[config.mk]
export PLATFORM = sky130hd
export DESIGN_NAME = leaf_top
export DESIGN_NICKNAME = d
export VERILOG_FILES = /design/src/leaf_pkg.sv /design/src/leaf_packet_rx.sv /design/src/leaf_port_fifo.sv /design/src/leaf_user_kernel.sv /design/src/leaf_packet_tx.sv /design/src/leaf_top.sv
export SDC_FILE = /design/constraint.sdc
export NUM_CORES = 1
export LEC_CHECK = 0
export ABC_AREA = 1
export BUFFER_PORTS_ARGS = -buffer_cell sky130_fd_sc_hd__clkbuf_2
export CORE_ASPECT_RATIO = 1.4
export CORE_MARGIN = 5
export CORE_UTILIZATION = 30
export CTS_CLUSTER_DIAMETER = 40
export CTS_CLUSTER_SIZE = 40
export DETAILED_ROUTE_END_ITERATION = 10
export PLACE_DENSITY_LB_ADDON = 0.05
export SYNTH_ARGS = -nofsm -noshare
export SYNTH_HDL_FRONTEND = slang
export SYNTH_SLANG_ARGS = --single-unit
[constraint.sdc]
create_clock -name clk -period 13.9 [get_ports clk]
set_clock_uncertainty 0.2 [all_clocks]
set_input_delay 2.085 -clock clk [delete_from_list [all_inputs] [get_ports clk]]
set_output_delay 2.085 -clock clk [all_outputs]
set_load 0.03 [all_outputs]
[src/leaf_pkg.sv]
package leaf_pkg;

    // Field widths of a network packet.
    localparam int LEAF_W = 5;
    localparam int PORT_W = 4;
    localparam int ADDR_W = 7;
    localparam int WORD_W = 32;

    // Kernel port counts.
    localparam int NUM_IN_PORTS  = 2;
    localparam int NUM_OUT_PORTS = 5;

    typedef logic [LEAF_W-1:0] leaf_id_t;
    typedef logic [PORT_W-1:0] port_id_t;
    typedef logic [ADDR_W-1:0] addr_t;
    typedef logic [WORD_W-1:0] word_t;

    // Packet layout, top bit first.
    typedef struct packed {
        logic     valid;
        leaf_id_t leaf;
        port_id_t port;
        addr_t    addr;
        word_t    payload;
    } packet_t;

    // Destination of one output port, sits in payload bits [8:0] of a route write.
    typedef struct packed {
        leaf_id_t leaf;
        port_id_t port;
    } route_t;

endpackage

[src/leaf_packet_rx.sv]
module leaf_packet_rx #(
    parameter leaf_pkg::leaf_id_t LEAF_ID = 5'd3
) (
    input  logic                                clk,
    input  logic                                rst_n,
    input  leaf_pkg::packet_t                   din,
    output logic                                route_we,
    output leaf_pkg::addr_t                     route_idx,
    output leaf_pkg::route_t                    route_data,
    output logic [leaf_pkg::NUM_IN_PORTS-1:0]   wr_en,
    output leaf_pkg::word_t                     wr_data
);

    leaf_pkg::packet_t pkt_q;
    logic              hit;

    // Input register.
    always_ff @(posedge clk or negedge rst_n) begin
        if (!rst_n) begin
            pkt_q <= '0;
        end else begin
            pkt_q <= din;
        end
    end

    assign hit = pkt_q.valid && (pkt_q.leaf == LEAF_ID);

    // Port 0 is a route write, ports 1 and 2 feed the input FIFOs.
    always_ff @(posedge clk or negedge rst_n) begin
        if (!rst_n) begin
            route_we <= 1'b0;
            wr_en    <= '0;
        end else begin
            route_we <= hit && (pkt_q.port == leaf_pkg::port_id_t'(0));
            for (int i = 0; i < leaf_pkg::NUM_IN_PORTS; i++) begin
                wr_en[i] <= hit && (pkt_q.port == leaf_pkg::port_id_t'(i + 1));
            end
        end
    end

    always_ff @(posedge clk) begin
        route_idx  <= pkt_q.addr;
        route_data <= leaf_pkg::route_t'(pkt_q.payload[8:0]);
        wr_data    <= pkt_q.payload;
    end

endmodule

[src/leaf_port_fifo.sv]
module leaf_port_fifo #(
    parameter int FIFO_DEPTH = 4
) (
    input  logic            clk,
    input  logic            rst_n,
    input  logic            wr_en,
    input  leaf_pkg::word_t wr_data,
    output logic            vld,
    output leaf_pkg::word_t data,
    input  logic            ack
);

    localparam int PTR_W = (FIFO_DEPTH > 1) ? $clog2(FIFO_DEPTH) : 1;
    localparam int CNT_W = $clog2(FIFO_DEPTH + 1);

    typedef logic [PTR_W-1:0] ptr_t;
    typedef logic [CNT_W-1:0] cnt_t;

    leaf_pkg::word_t mem [FIFO_DEPTH];
    ptr_t            rd_ptr;
    ptr_t            wr_ptr;
    cnt_t            count;
    logic            push;
    logic            pop;

    // A write into a full FIFO is lost.
    assign push = wr_en && (count != cnt_t'(FIFO_DEPTH));
    assign pop  = vld && ack;
    assign vld  = (count != '0);
    assign data = mem[rd_ptr];

    always_ff @(posedge clk or negedge rst_n) begin
        if (!rst_n) begin
            rd_ptr <= '0;
            wr_ptr <= '0;
            count  <= '0;
        end else begin
            if (push) begin
                wr_ptr <= (wr_ptr == ptr_t'(FIFO_DEPTH - 1)) ? '0 : wr_ptr + 1'b1;
            end
            if (pop) begin
                rd_ptr <= (rd_ptr == ptr_t'(FIFO_DEPTH - 1)) ? '0 : rd_ptr + 1'b1;
            end
            if (push && !pop) begin
                count <= count + 1'b1;
            end else if (pop && !push) begin
                count <= count - 1'b1;
            end
        end
    end

    always_ff @(posedge clk) begin
        if (push) begin
            mem[wr_ptr] <= wr_data;
        end
    end

endmodule

[src/leaf_user_kernel.sv]
module leaf_user_kernel (
    input  logic                                          clk,
    input  logic                                          rst_n,
    input  logic                                          ap_start,
    input  logic [leaf_pkg::NUM_IN_PORTS-1:0]             in_vld,
    output logic [leaf_pkg::NUM_IN_PORTS-1:0]             in_ack,
    input  leaf_pkg::word_t [leaf_pkg::NUM_IN_PORTS-1:0]  in_data,
    output logic [leaf_pkg::NUM_OUT_PORTS-1:0]            res_vld,
    input  logic [leaf_pkg::NUM_OUT_PORTS-1:0]            res_ack,
    output leaf_pkg::word_t [leaf_pkg::NUM_OUT_PORTS-1:0] res_data
);

    logic started;
    logic take;

    // Operands are taken as a pair, only once every result port is free.
    assign take   = started && (&in_vld) && !(|res_vld);
    assign in_ack = {leaf_pkg::NUM_IN_PORTS{take}};

    // Start flag stays set until reset.
    always_ff @(posedge clk or negedge rst_n) begin
        if (!rst_n) begin
            started <= 1'b0;
        end else if (ap_start) begin
            started <= 1'b1;
        end
    end

    // Each result stays valid until the transmit stage takes it.
    always_ff @(posedge clk or negedge rst_n) begin
        if (!rst_n) begin
            res_vld <= '0;
        end else begin
            for (int j = 0; j < leaf_pkg::NUM_OUT_PORTS; j++) begin
                if (take) begin
                    res_vld[j] <= 1'b1;
                end else if (res_vld[j] && res_ack[j]) begin
                    res_vld[j] <= 1'b0;
                end
            end
        end
    end

    // Result j+1 is a + (j+1)*b, wrapping at 32 bits.
    always_ff @(posedge clk) begin
        if (take) begin
            for (int j = 0; j < leaf_pkg::NUM_OUT_PORTS; j++) begin
                res_data[j] <= in_data[0] + in_data[1] * leaf_pkg::word_t'(j + 1);
            end
        end
    end

endmodule

[src/leaf_packet_tx.sv]
module leaf_packet_tx (
    input  logic                                          clk,
    input  logic                                          rst_n,
    input  logic                                          resend,
    input  logic                                          route_we,
    input  leaf_pkg::addr_t                               route_idx,
    input  leaf_pkg::route_t                              route_data,
    input  logic [leaf_pkg::NUM_OUT_PORTS-1:0]            res_vld,
    input  leaf_pkg::word_t [leaf_pkg::NUM_OUT_PORTS-1:0] res_data,
    output logic [leaf_pkg::NUM_OUT_PORTS-1:0]            res_ack,
    output leaf_pkg::packet_t                             dout
);

    typedef logic [$clog2(leaf_pkg::NUM_OUT_PORTS)-1:0] out_idx_t;

    leaf_pkg::route_t  routes [leaf_pkg::NUM_OUT_PORTS];
    out_idx_t          rr_ptr;
    out_idx_t          grant_idx;
    logic              grant_vld;
    leaf_pkg::packet_t pkt;
    leaf_pkg::packet_t dout_q;

    // Route table, one destination per output port.
    always_ff @(posedge clk or negedge rst_n) begin
        if (!rst_n) begin
            for (int i = 0; i < leaf_pkg::NUM_OUT_PORTS; i++) begin
                routes[i] <= '0;
            end
        end else if (route_we &&
                     (route_idx < leaf_pkg::addr_t'(leaf_pkg::NUM_OUT_PORTS))) begin
            routes[out_idx_t'(route_idx)] <= route_data;
        end
    end

    // Round-robin search starting at rr_ptr.
    always_comb begin
        int cand;
        cand      = 0;
        grant_vld = 1'b0;
        grant_idx = '0;
        for (int i = 0; i < leaf_pkg::NUM_OUT_PORTS; i++) begin
            cand = (int'(rr_ptr) + i) % leaf_pkg::NUM_OUT_PORTS;
            if (!grant_vld && res_vld[cand]) begin
                grant_vld = 1'b1;
                grant_idx = out_idx_t'(cand);
            end
        end
        // Nothing leaves while the tree asks for a resend.
        if (resend) begin
            grant_vld = 1'b0;
        end
    end

    always_comb begin
        res_ack = '0;
        if (grant_vld) begin
            res_ack[grant_idx] = 1'b1;
        end
    end

    always_comb begin
        pkt.valid   = 1'b1;
        pkt.leaf    = routes[grant_idx].leaf;
        pkt.port    = routes[grant_idx].port;
        pkt.addr    = leaf_pkg::addr_t'(grant_idx);
        pkt.payload = res_data[grant_idx];
    end

    // Output register holds its packet until a cycle with resend low has shown it.
    always_ff @(posedge clk or negedge rst_n) begin
        if (!rst_n) begin
            dout_q <= '0;
            rr_ptr <= '0;
        end else if (!resend) begin
            dout_q <= grant_vld ? pkt : '0;
            if (grant_vld) begin
                rr_ptr <= (grant_idx == out_idx_t'(leaf_pkg::NUM_OUT_PORTS - 1)) ?
                          '0 : grant_idx + 1'b1;
            end
        end
    end

    assign dout = resend ? '0 : dout_q;

endmodule

[src/leaf_top.sv]
module leaf_top #(
    parameter leaf_pkg::leaf_id_t LEAF_ID    = 5'd3,
    parameter int                 FIFO_DEPTH = 4
) (
    input  logic              clk,
    input  logic              rst_n,
    input  leaf_pkg::packet_t din,
    output leaf_pkg::packet_t dout,
    input  logic              resend,
    input  logic              ap_start
);

    logic                                          route_we;
    leaf_pkg::addr_t                               route_idx;
    leaf_pkg::route_t                              route_data;
    logic [leaf_pkg::NUM_IN_PORTS-1:0]             wr_en;
    leaf_pkg::word_t                               wr_data;
    logic [leaf_pkg::NUM_IN_PORTS-1:0]             fifo_vld;
    logic [leaf_pkg::NUM_IN_PORTS-1:0]             fifo_ack;
    leaf_pkg::word_t [leaf_pkg::NUM_IN_PORTS-1:0]  fifo_data;
    logic [leaf_pkg::NUM_OUT_PORTS-1:0]            res_vld;
    logic [leaf_pkg::NUM_OUT_PORTS-1:0]            res_ack;
    leaf_pkg::word_t [leaf_pkg::NUM_OUT_PORTS-1:0] res_data;

    leaf_packet_rx #(
        .LEAF_ID (LEAF_ID)
    ) i_packet_rx (
        .clk        (clk),
        .rst_n      (rst_n),
        .din        (din),
        .route_we   (route_we),
        .route_idx  (route_idx),
        .route_data (route_data),
        .wr_en      (wr_en),
        .wr_data    (wr_data)
    );

    // One input FIFO per kernel operand port.
    for (genvar i = 0; i < leaf_pkg::NUM_IN_PORTS; i++) begin : g_in_fifo
        leaf_port_fifo #(
            .FIFO_DEPTH (FIFO_DEPTH)
        ) i_port_fifo (
            .clk     (clk),
            .rst_n   (rst_n),
            .wr_en   (wr_en[i]),
            .wr_data (wr_data),
            .vld     (fifo_vld[i]),
            .data    (fifo_data[i]),
            .ack     (fifo_ack[i])
        );
    end

    leaf_user_kernel i_user_kernel (
        .clk      (clk),
        .rst_n    (rst_n),
        .ap_start (ap_start),
        .in_vld   (fifo_vld),
        .in_ack   (fifo_ack),
        .in_data  (fifo_data),
        .res_vld  (res_vld),
        .res_ack  (res_ack),
        .res_data (res_data)
    );

    leaf_packet_tx i_packet_tx (
        .clk        (clk),
        .rst_n      (rst_n),
        .resend     (resend),
        .route_we   (route_we),
        .route_idx  (route_idx),
        .route_data (route_data),
        .res_vld    (res_vld),
        .res_data   (res_data),
        .res_ack    (res_ack),
        .dout       (dout)
    );

endmodule

# Word level (Yosys, flattened, before mapping)
# Memory sizes are Yosys's and may differ from the RTL's.
# Index checks and enable logic that the tools add are counted.
# word_totals
regBits	377
ram_bits	256
input_bits	53
output_inout_bits	49
elab_cells	205
n_memories	2
# mem_list
name	depth	word_bits	read_ports	rd_clocked_by_memory_dff	wr	line_no	rtl
g_in_fifo[0].i_port_fifo.mem	4	32	1	0	1	leaf_port_fifo.sv:19	leaf_pkg::word_t mem [FIFO_DEPTH];
g_in_fifo[1].i_port_fifo.mem	4	32	1	0	1	leaf_port_fifo.sv:19	
# classes
add_sub_neg	18
n_mul	2
n_div	5
n_lt_le_gt_ge	11
eq_ne	10
n_mux	62
bitwise	3
n_reduce_logical	48
# op_table
operator	count
$add A32 B32 Y32	5
$lt A32 B5 Y1 const B	5
$mod A32 B4 Y32 const B	4
$mux W49	2
$bmux W32 S3	1
$bwmux W45	1
$mod A4 B4 Y32 const B	1
$mul A32 B2 Y32 const B	1
$mul A32 B3 Y32 const B	1
$mux W32	1
$mux W1	31
$mux W3	10
$bmux W9 S3	1
$demux W9 S3	1
$mux W9	3
$logic_and A1 B1 Y1	26
$bmux W1 S3	5
$reduce_bool A2 Y1	7
$add A3 B1 Y3 const B	3
$logic_not A1 Y1	9
$add A2 B1 Y2 const B	4
$add A3 B2 Y4 const B	2
$eq A2 B2 Y1 const B	4
$ge A4 B4 Y1 const B	2
21 further kinds	29

# Depth between registers and ports, before layout
# Gate-level depths: netlist (run 1).
# logic_depth
ltp_word	25
depth_mapped	33
mapped_depth_nobuf	31

# Hierarchy
# A second synthesis (run 1) with hierarchy kept.
# hier_totals
hier_cells	4845
hier_area_um2	38801.0
# modules_own_cells
mod	n_inst	cells_per_inst	area_each_um2	seq_area_each_um2
leaf_user_kernel	1	2750	18317.6	4834.6
leaf_port_fifo	2	432	5486.5	4018.9
leaf_packet_tx	1	1116	7289.5	2327.2
leaf_packet_rx	1	115	2220.9	2082.0

# Worst setup path after synthesis (run 1)
# No wires, ideal clock.
# synth_timing
path_type	reg2reg
from	register i_user_kernel.res_vld[0] (netlist name)
to	register g_in_fifo[0].i_port_fifo.count[1]
setup_time_ns	0.125
arrival_time_ns	6.591
required_time_ns	13.575
setup_slack_ns	6.984
stages_incl_launch_ff	10
n_path_buf	1
period_less_slack_ns	6.916
cell_sequence	dfrtp_1 -> nor4_1 -> nand3_1 -> nor2_1 -> clkbuf_1 -> inv_1 -> ha_1 -> inv_1 -> fa_1 -> mux2_2
# synth_via
elab_chain_len	7
word_cells_on_any_way	9
cone_classes	mux: 1; reduce/logical: 8
# synth_rtl
item	line_no	rtl
start, declared	leaf_user_kernel.sv:8	output logic [leaf_pkg::NUM_OUT_PORTS-1:0] res_vld,
start signal, assigned	leaf_user_kernel.sv:32	res_vld <= '0;
start signal, assigned by index	leaf_user_kernel.sv:36	res_vld[j] <= 1'b1;
start signal, assigned by index	leaf_user_kernel.sv:38	res_vld[j] <= 1'b0;
$reduce_or A5 Y1 (*)	leaf_user_kernel.sv:17	assign take = started && (&in_vld) && !(|res_vld);
$logic_not A1 Y1 (*)	leaf_user_kernel.sv:17	
$logic_and A1 B1 Y1 (*)	leaf_user_kernel.sv:17	
via g_in_fifo[0].i_port_fifo.ack	leaf_port_fifo.sv:10	input logic ack
$logic_and A1 B1 Y1 (*)	leaf_port_fifo.sv:28	assign pop = vld && ack;
$logic_not A1 Y1	leaf_port_fifo.sv:44	if (push && !pop) begin
$logic_and A1 B1 Y1	leaf_port_fifo.sv:44	
$mux W3 / $reduce_bool A2 Y1 (equally long branches)	n/a	
end signal, assigned	leaf_port_fifo.sv:45	count <= count + 1'b1;
end signal, assigned	leaf_port_fifo.sv:47	count <= count - 1'b1;
end, declared	leaf_port_fifo.sv:22	cnt_t count;
# The timed path passes the listed nets; every way through them passes the cells marked *.
# A chain may end at the register's enable or synchronous reset.

# Worst setup path after layout (run 1)
# layout_timing
from	register g_in_fifo[1].i_port_fifo.rd_ptr[0]
to	register i_user_kernel.res_data[93] (netlist name), data pin
# layout_via
elab_chain_len	3
# layout_rtl
item	line_no	rtl
start, declared	leaf_port_fifo.sv:20	ptr_t rd_ptr;
start signal, assigned	leaf_port_fifo.sv:42	rd_ptr <= (rd_ptr == ptr_t'(FIFO_DEPTH - 1)) ? '0 : rd_ptr + 1'b1;
$mem_v2 Z4 W32	n/a	
$mul A32 B2 Y32	leaf_user_kernel.sv:48	res_data[j] <= in_data[0] + in_data[1] * leaf_pkg::word_t'(j + 1);
$add A32 B32 Y32	leaf_user_kernel.sv:48	
end signal, assigned by index	leaf_user_kernel.sv:48	
end, declared	leaf_user_kernel.sv:10	output leaf_pkg::word_t [leaf_pkg::NUM_OUT_PORTS-1:0] res_data
# Every way passes these cells.

==> impl_metrics.csv, run 1 <==
group,metric,value,unit
synthesis,synth_seq_cells,616,
sta,worst_pin_slew,1352,ps
cts,cts_tree,"yes",
route,route.detailed.drc,0,
route,wl_per_cell,19.63,um
route,ant_nets,0,
sta,rsz0062_at_grt,"false",
critical_path,r2r_setup_slack,7230,ps
critical_path,reg2regPathDepth,23,
final_layout,final_common_cell,"nand2_1",
critical_path,critical_path_class,"flop to flop",
critical_path,crit_arrival,6890,ps
cts,numCtsBuffers,98,
run_status,status,"completed",
final_layout,final_cell_mix,"nand2_1, edfxtp_1, inv_1, nand3_1, ha_1",
hold_path,min-delay-start,"i_packet_rx.pkt_q[29]$_DFF_PN0_",
synthesis,synth_cell_types,58,
synthesis,synthArstFlopShare,26.79,%
sta,hold_viol,0,
sta,finalSetupViolCount,0,
floorplanning,dieArea,118600,um^2
floorplanning,initial_core_util,30.13,%
final_layout,finish.utilization,35.32,%
sta,timing.hold.ws,129.7,ps
route,drt_iter0_drc,1241,
sta,slew-limit-headroom,7.503,%
cts,cts_setup_buffers,0,
sta,drv_slew,0,
cts,post_cts_resize_count,0,
cts,insertion_delay,680,ps
cts,cts.sinks,616,
sta,post-route-min-period,6666,ps
sta,setup_tns,0,ps
sta,layout_worst_path_cycle_share,47.96,%
placed_design,placedCellCount,4901,
critical_path,cp_max_fo,67,
route,routed_wirelength,99880,um
synthesis,seq_area_frac_synth,51.58,%
cts,cts_hold_buf,0,
final_layout,area_growth,17.23,%
route,first_pass_iters,5,
critical_path,cp-start-kind,"flop",
global_routing,grt_max_degree,79,
critical_path,cp-end-kind,"flop",
placed_design,gp_congestion,0.8338,
global_routing,grt_pass1_vias,25530,
hold_path,min_to,"i_packet_rx.wr_data[29]$_DFF_P_",
synthesis,synth-main-ff-cell,"edfxtp_1",
hold_path,hold_depth,0,
floorplanning,io_pins,102,
synthesis,synthCells,3394,
floorplanning,fp.dieW,292.4,um
route,viasPerCell,4.822,
placed_design,dp_hpwl,71890,um
cts,htreeDepth,3,
job,cap_violations,0,
synthesis,synth_warnings,0,
placed_design,port_buffers,97,
cts,cts.path.max_buffers,3,
cts,clk_pin_slew,60,ps
global_routing,grt_overflow,0,
global_routing,antenna_found_initial,1,
sta,clock.fmax,150.0,MHz
final_layout,layout-drive-gt1-share,11.20,%
synthesis,synth_edf_count,412,
critical_path,worstPathRequired,14120,ps
floorplanning,rows,145,
cts,root_buffer,"clkbuf_16",
global_routing,track_usage,16.72,%
final_layout,final_cell_count_no_fill,5089,
floorplanning,core_area,111200,um^2
global_routing,grt_pass1_wl,152800,um
floorplanning,die_h,405.4,um
critical_path,r2r-end,"i_user_kernel.res_data[93]$_DFFE_PP_",
hold_path,min_path_type,"flop to flop",
critical_path,r2r_start,"g_in_fifo[1].i_port_fifo.rd_ptr[0]$_DFFE_PN0P_",
synthesis,postSynthAreaPerCell,9.872,um^2
final_layout,fin_nets,3859,
synthesis,syn_area,33500,um^2
route,vias,24540,
state kept, by name, indices dropped and copies added, names as in the netlist:
| signal | count |
|---|---|
| g_in_fifo.i_port_fifo.count | 6 |
| g_in_fifo.i_port_fifo.mem | 256 |
| g_in_fifo.i_port_fifo.rd_ptr | 4 |
| g_in_fifo.i_port_fifo.wr_ptr | 4 |
| i_packet_rx.pkt_q | 49 |
| i_packet_rx.route_data | 4 |
| i_packet_rx.route_idx | 7 |
| i_packet_rx.route_we | 1 |
| i_packet_rx.wr_data | 28 |
| i_packet_rx.wr_en | 2 |
| i_packet_tx.dout_q | 45 |
| i_packet_tx.routes | 45 |
| i_packet_tx.rr_ptr | 3 |
| i_user_kernel.res_data | 156 |
| i_user_kernel.res_vld | 5 |
| i_user_kernel.started | 1 |
critical path: stages (launching register included):
cell and delay [ps]:
dfrtp_2 330, buf_4 560, clkinv_1 340, buf_4 410, o21ai_0 230, o22ai_1 340, fa_1 700, inv_1 80
fa_1 450, o21ai_0 290, nand2_1 90, nand2_1 120, nand2_1 70, nand2_1 90, nand2_1 60, nand2_1 120
a21o_1 240, a21boi_0 220, o21ai_0 450, a21oi_1 220, o21ai_0 450, nand3_1 170, nand3_1 110, nand2_1 60
cell type report:
class                      instances  area [um^2]
multi-input combinational       2251        14170
inverter                         409         1538
sequential                       616        17280
tap                             1470         1839
antenna                            4        10.01
clock inverter                    72        902.1
fill                           11200        71930
clock buffer                     112         2603
timing repair buffer             155        932.1
worst max-delay path by stage:
stage | from | to | slack (ps)
2_1_floorplan | i_user_kernel.res_vld[0]$_DFFE_PN0P_ | g_in_fifo[0].i_port_fifo.count[1]$_DFFE_PN0P_ | 6980
3_3_place_gp | g_in_fifo[1].i_port_fifo.rd_ptr[0]$_DFFE_PN0P_ | i_user_kernel.res_data[93]$_DFFE_PP_ | 7180
3_5_place_dp | g_in_fifo[1].i_port_fifo.rd_ptr[0]$_DFFE_PN0P_ | i_user_kernel.res_data[93]$_DFFE_PP_ | 7100
4_1_cts | g_in_fifo[1].i_port_fifo.rd_ptr[0]$_DFFE_PN0P_ | i_user_kernel.res_data[93]$_DFFE_PP_ | 7110
5_1_grt | i_packet_tx.rr_ptr[0]$_DFFE_PN0P_ | i_packet_tx.rr_ptr[1]$_DFFE_PN0P_ | 6680
6_report | g_in_fifo[1].i_port_fifo.rd_ptr[0]$_DFFE_PN0P_ | i_user_kernel.res_data[93]$_DFFE_PP_ | 7230
cells in the mapped netlist, types with 39 or more instances:
cell type    n  area share [%]
a21oi_1    189             2.8
nand2_1    597             6.7
dfxtp_1     39             2.3
nand3_1    299             4.5
xnor2_1     43             1.1
nor2_1     206             2.3
dfrtp_1    165              12
o21ai_1     50            0.75
clkbuf_1    54            0.60
edfxtp_1   412              37
xor2_1     114             3.0
nand4_1     57             1.1
inv_1      393             4.4
ha_1       210             7.8
o21ai_0    177             2.6
fa_1        65             3.9
layer usage:
metal / track usage (%) / part of all wire (%) / vias to the layer above
met5: 0 / 0 / -
met4: 5.665 / 3.0 / 0
met3: 2.073 / 3.4 / 144
met2: 28.91 / 49 / 414
met1: 21.74 / 45 / 12030
li1: - / - / 11950
through the flow:
stage,instance area [um^2],setup WS (ps)
finish,39280,7234
global placement,35760,7185
floorplan,33520,6984
detailed placement,35760,7097
CTS,39270,7111
global route,39270,6680
cell families after synthesis:
| kind of cell | share of synthesized area [%] |
|---|---|
| AND/OR/NAND/NOR | 16.04 |
| XOR/XNOR | 4.153 |
| multiplexers | 0.06721 |
| AO/OA/AOI/OAI | 9.986 |
| flip-flops | 51.58 |
| adder cells (fa/ha/maj) | 11.73 |
| other | 0.01119 |
| buffers and inverters | 6.434 |
Power of run 1 is left out: the tool's default activity adds up to more than one toggle a clock period on the data nets, which glitch-free logic cannot reach.
==> run 2: changes to the inputs <==
==> constraint.sdc (replaced) <==
create_clock -name clk -period 6.1 [get_ports clk]
set_clock_uncertainty 0.2 [all_clocks]
set_input_delay 0.915 -clock clk [delete_from_list [all_inputs] [get_ports clk]]
set_output_delay 0.915 -clock clk [all_outputs]
set_load 0.03 [all_outputs]
==> run 2 against run 1 <==
Hold slack worse by 120 ps; non-clock buffer count is 52 higher; via count is 0.24% higher; final cell count is 0.86% higher; die area stayed put; clock-buffer cell count is 9 lower; global-route usage is 0.14 points lower; largest cell class unchanged; utilization is 0.27 points higher; critical path depth is 3 lower; sequential share of layout area is 0.33 points lower; routed wire length is 1.0% lower.
==> impl_metrics.csv, run 2 (synthesis gave the netlist of run 1 again) <==
group,metric,value,unit
final_layout,regMostFlops,"g_in_fifo.i_port_fifo.mem",
critical_path,cp_common_cell,"buf_4",
critical_path,worstPathRequired,6310,ps
floorplanning,die_h,405.4,um
placed_design,port_buffers,97,
critical_path,cp-start-kind,"flop",
floorplanning,rows,145,
final_layout,fill_cells,11260,
global_routing,grt_pass1_wl,152600,um
sta,post-route-min-period,5457,ps
final_layout,fin_area,39580,um^2
cts,cts.path.max_buffers,3,
critical_path,cp-end-kind,"flop",
critical_path,crit_chain,"buf_4 -> buf_4 -> o21ai_0 -> o22ai_1 -> buf_4 -> fa_1 -> ha_1 -> a21oi_1 -> o21ai_0 -> a21o_1 -> a21boi_0 -> o21ai_0 -> buf_4 -> a21oi_1 -> o21ai_0 -> buf_4 -> nand3_1 -> nand2_1 -> nand2_1 -> nand2_1",
run_status,status,"completed",
route,drt_iter0_drc,1317,
critical_path,crit_arrival,5670,ps
floorplanning,initial_core_util,30.13,%
final_layout,area_growth,18.13,%
sta,hold_viol,0,
route,first_pass_iters,5,
sta,setup_tns,0,ps
cts,cts.sinks,616,
sta,drv_slew,0,
cts,cts_hold_buf,0,
sta,slew-limit-headroom,20.46,%
cts,root_buffer,"clkbuf_16",
route,vias,24600,
job,cap_violations,0,
sta,layout_worst_path_cycle_share,89.47,%
final_layout,final_cell_mix,"nand2_1, edfxtp_1, inv_1, nand3_1, ha_1",
floorplanning,core_area,111200,um^2
hold_path,min_path_type,"primary input to async pin",
sta,worst_pin_slew,1186,ps
global_routing,grtUsageMet2,28.97,%
final_layout,largest_reg_flops,256,
final_layout,fin_nets,3908,
global_routing,antenna_found_initial,1,
floorplanning,fp.dieW,292.4,um
route,route.detailed.drc,0,
sta,finalSetupViolCount,0,
final_layout,antennaDiodeCount,0,
cts,cts_tree,"yes",
cts,htreeDepth,3,
critical_path,cpMaxStageDelayCell,"a21boi_0",
placed_design,dp_hpwl,72170,um
cts,clk_pin_slew,60,ps
route,viasPerCell,4.792,
floorplanning,dieArea,118600,um^2
final_layout,layout-drive-gt1-share,12.50,%
placed_design,placed_cell_area,36220,um^2
route,wl_per_cell,19.26,um
cts,post_cts_resize_count,0,
sta,clock.fmax,183.2,MHz
global_routing,grt_overflow,0,
global_routing,grt_use_met1,21.48,%
global_routing,grtUsageMet3,1.986,%
critical_path,slowest_delay,460,ps
placed_design,gp_congestion,0.8635,
cts,insertion_delay,670,ps
floorplanning,io_pins,102,
global_routing,grt_max_degree,126,
critical_path,cp_max_fo,37,
global_routing,grt_pass1_vias,25750,
critical_path,critical_path_class,"flop to flop",
cts,cts_setup_buffers,0,
cts,numCtsBuffers,95,
sta,rsz0062_at_grt,"false",
route,routed_wirelength,98840,um
global_routing,track_usage,16.58,%
global_routing,top_usage_layer,"met2",
final_layout,final_common_cell,"nand2_1",
route,ant_nets,0,
final_layout,reg.largest.list,"g_in_fifo.i_port_fifo.mem (256), i_user_kernel.res_data (156), i_packet_rx.pkt_q (49)",
[run 2: through the flow]
step / util (%) / hold WS [ps] / setup WS [ps] / instances
2_1_floorplan: - / 124.2 / 1242 / 3397
3_5_place_dp: 32.57 / 126.9 / 686.7 / 4953
4_1_cts: 35.59 / 2.520 / 659.9 / 5133
6_report: 35.59 / 8.334 / 642.5 / 5133
3_3_place_gp: 32.57 / 124.3 / 703.2 / 4953
5_1_grt: 35.59 / 40.69 / 291.0 / 5133
[run 2: cell type report]
cell class              instances  area [um^2]  area share [%]
flip-flops and latches        616        17280           43.67
clock inverters                77        922.1           2.330
well taps                    1470         1839           4.647
repair buffers                207         1385           3.500
multi-input cells            2251        14170           35.81
clock buffers                 103         2439           6.161
inverters                     409         1538           3.885
[run 2: worst max-delay path, delay by kind of cell, from the launching register on]
family	cells	cell delay, ps
compound gates	9	2260
buf+inv	5	1340
fa+ha+maj	2	780
flops	1	350
simple gates	4	250
[run 2: per-layer routing]
layer | vias to the layer above | part of all wire (%)
met5 | - | 0
met4 | 0 | 2.6
met3 | 151 | 3.5
met2 | 458 | 49
met1 | 11960 | 45
li1 | 12030 | -
[run 2: worst paths after layout]
kind / endpoint / cells after the start / slack (ps) / start
setup / recovery: i_user_kernel.res_data[93]$_DFFE_PP_ / 20 / 640 / g_in_fifo[1].i_port_fifo.rd_ptr[0]$_DFFE_PN0P_
hold / removal: i_packet_rx.pkt_q[22]$_DFF_PN0_ / 1 / 8 / rst_n
setup reg to reg: i_user_kernel.res_data[93]$_DFFE_PP_ / 20 / 640 / g_in_fifo[1].i_port_fifo.rd_ptr[0]$_DFFE_PN0P_
hold reg to reg: i_packet_rx.wr_data[31]$_DFF_P_ / 0 / 140 / i_packet_rx.pkt_q[31]$_DFF_PN0_
max in group asynchronous: i_packet_tx.routes[43]$_DFFE_PN0P_ / 2 / 4530 / rst_n
min in group clk: i_packet_rx.wr_data[31]$_DFF_P_ / 0 / 140 / i_packet_rx.pkt_q[31]$_DFF_PN0_
Power of run 2 is left out for the same reason.
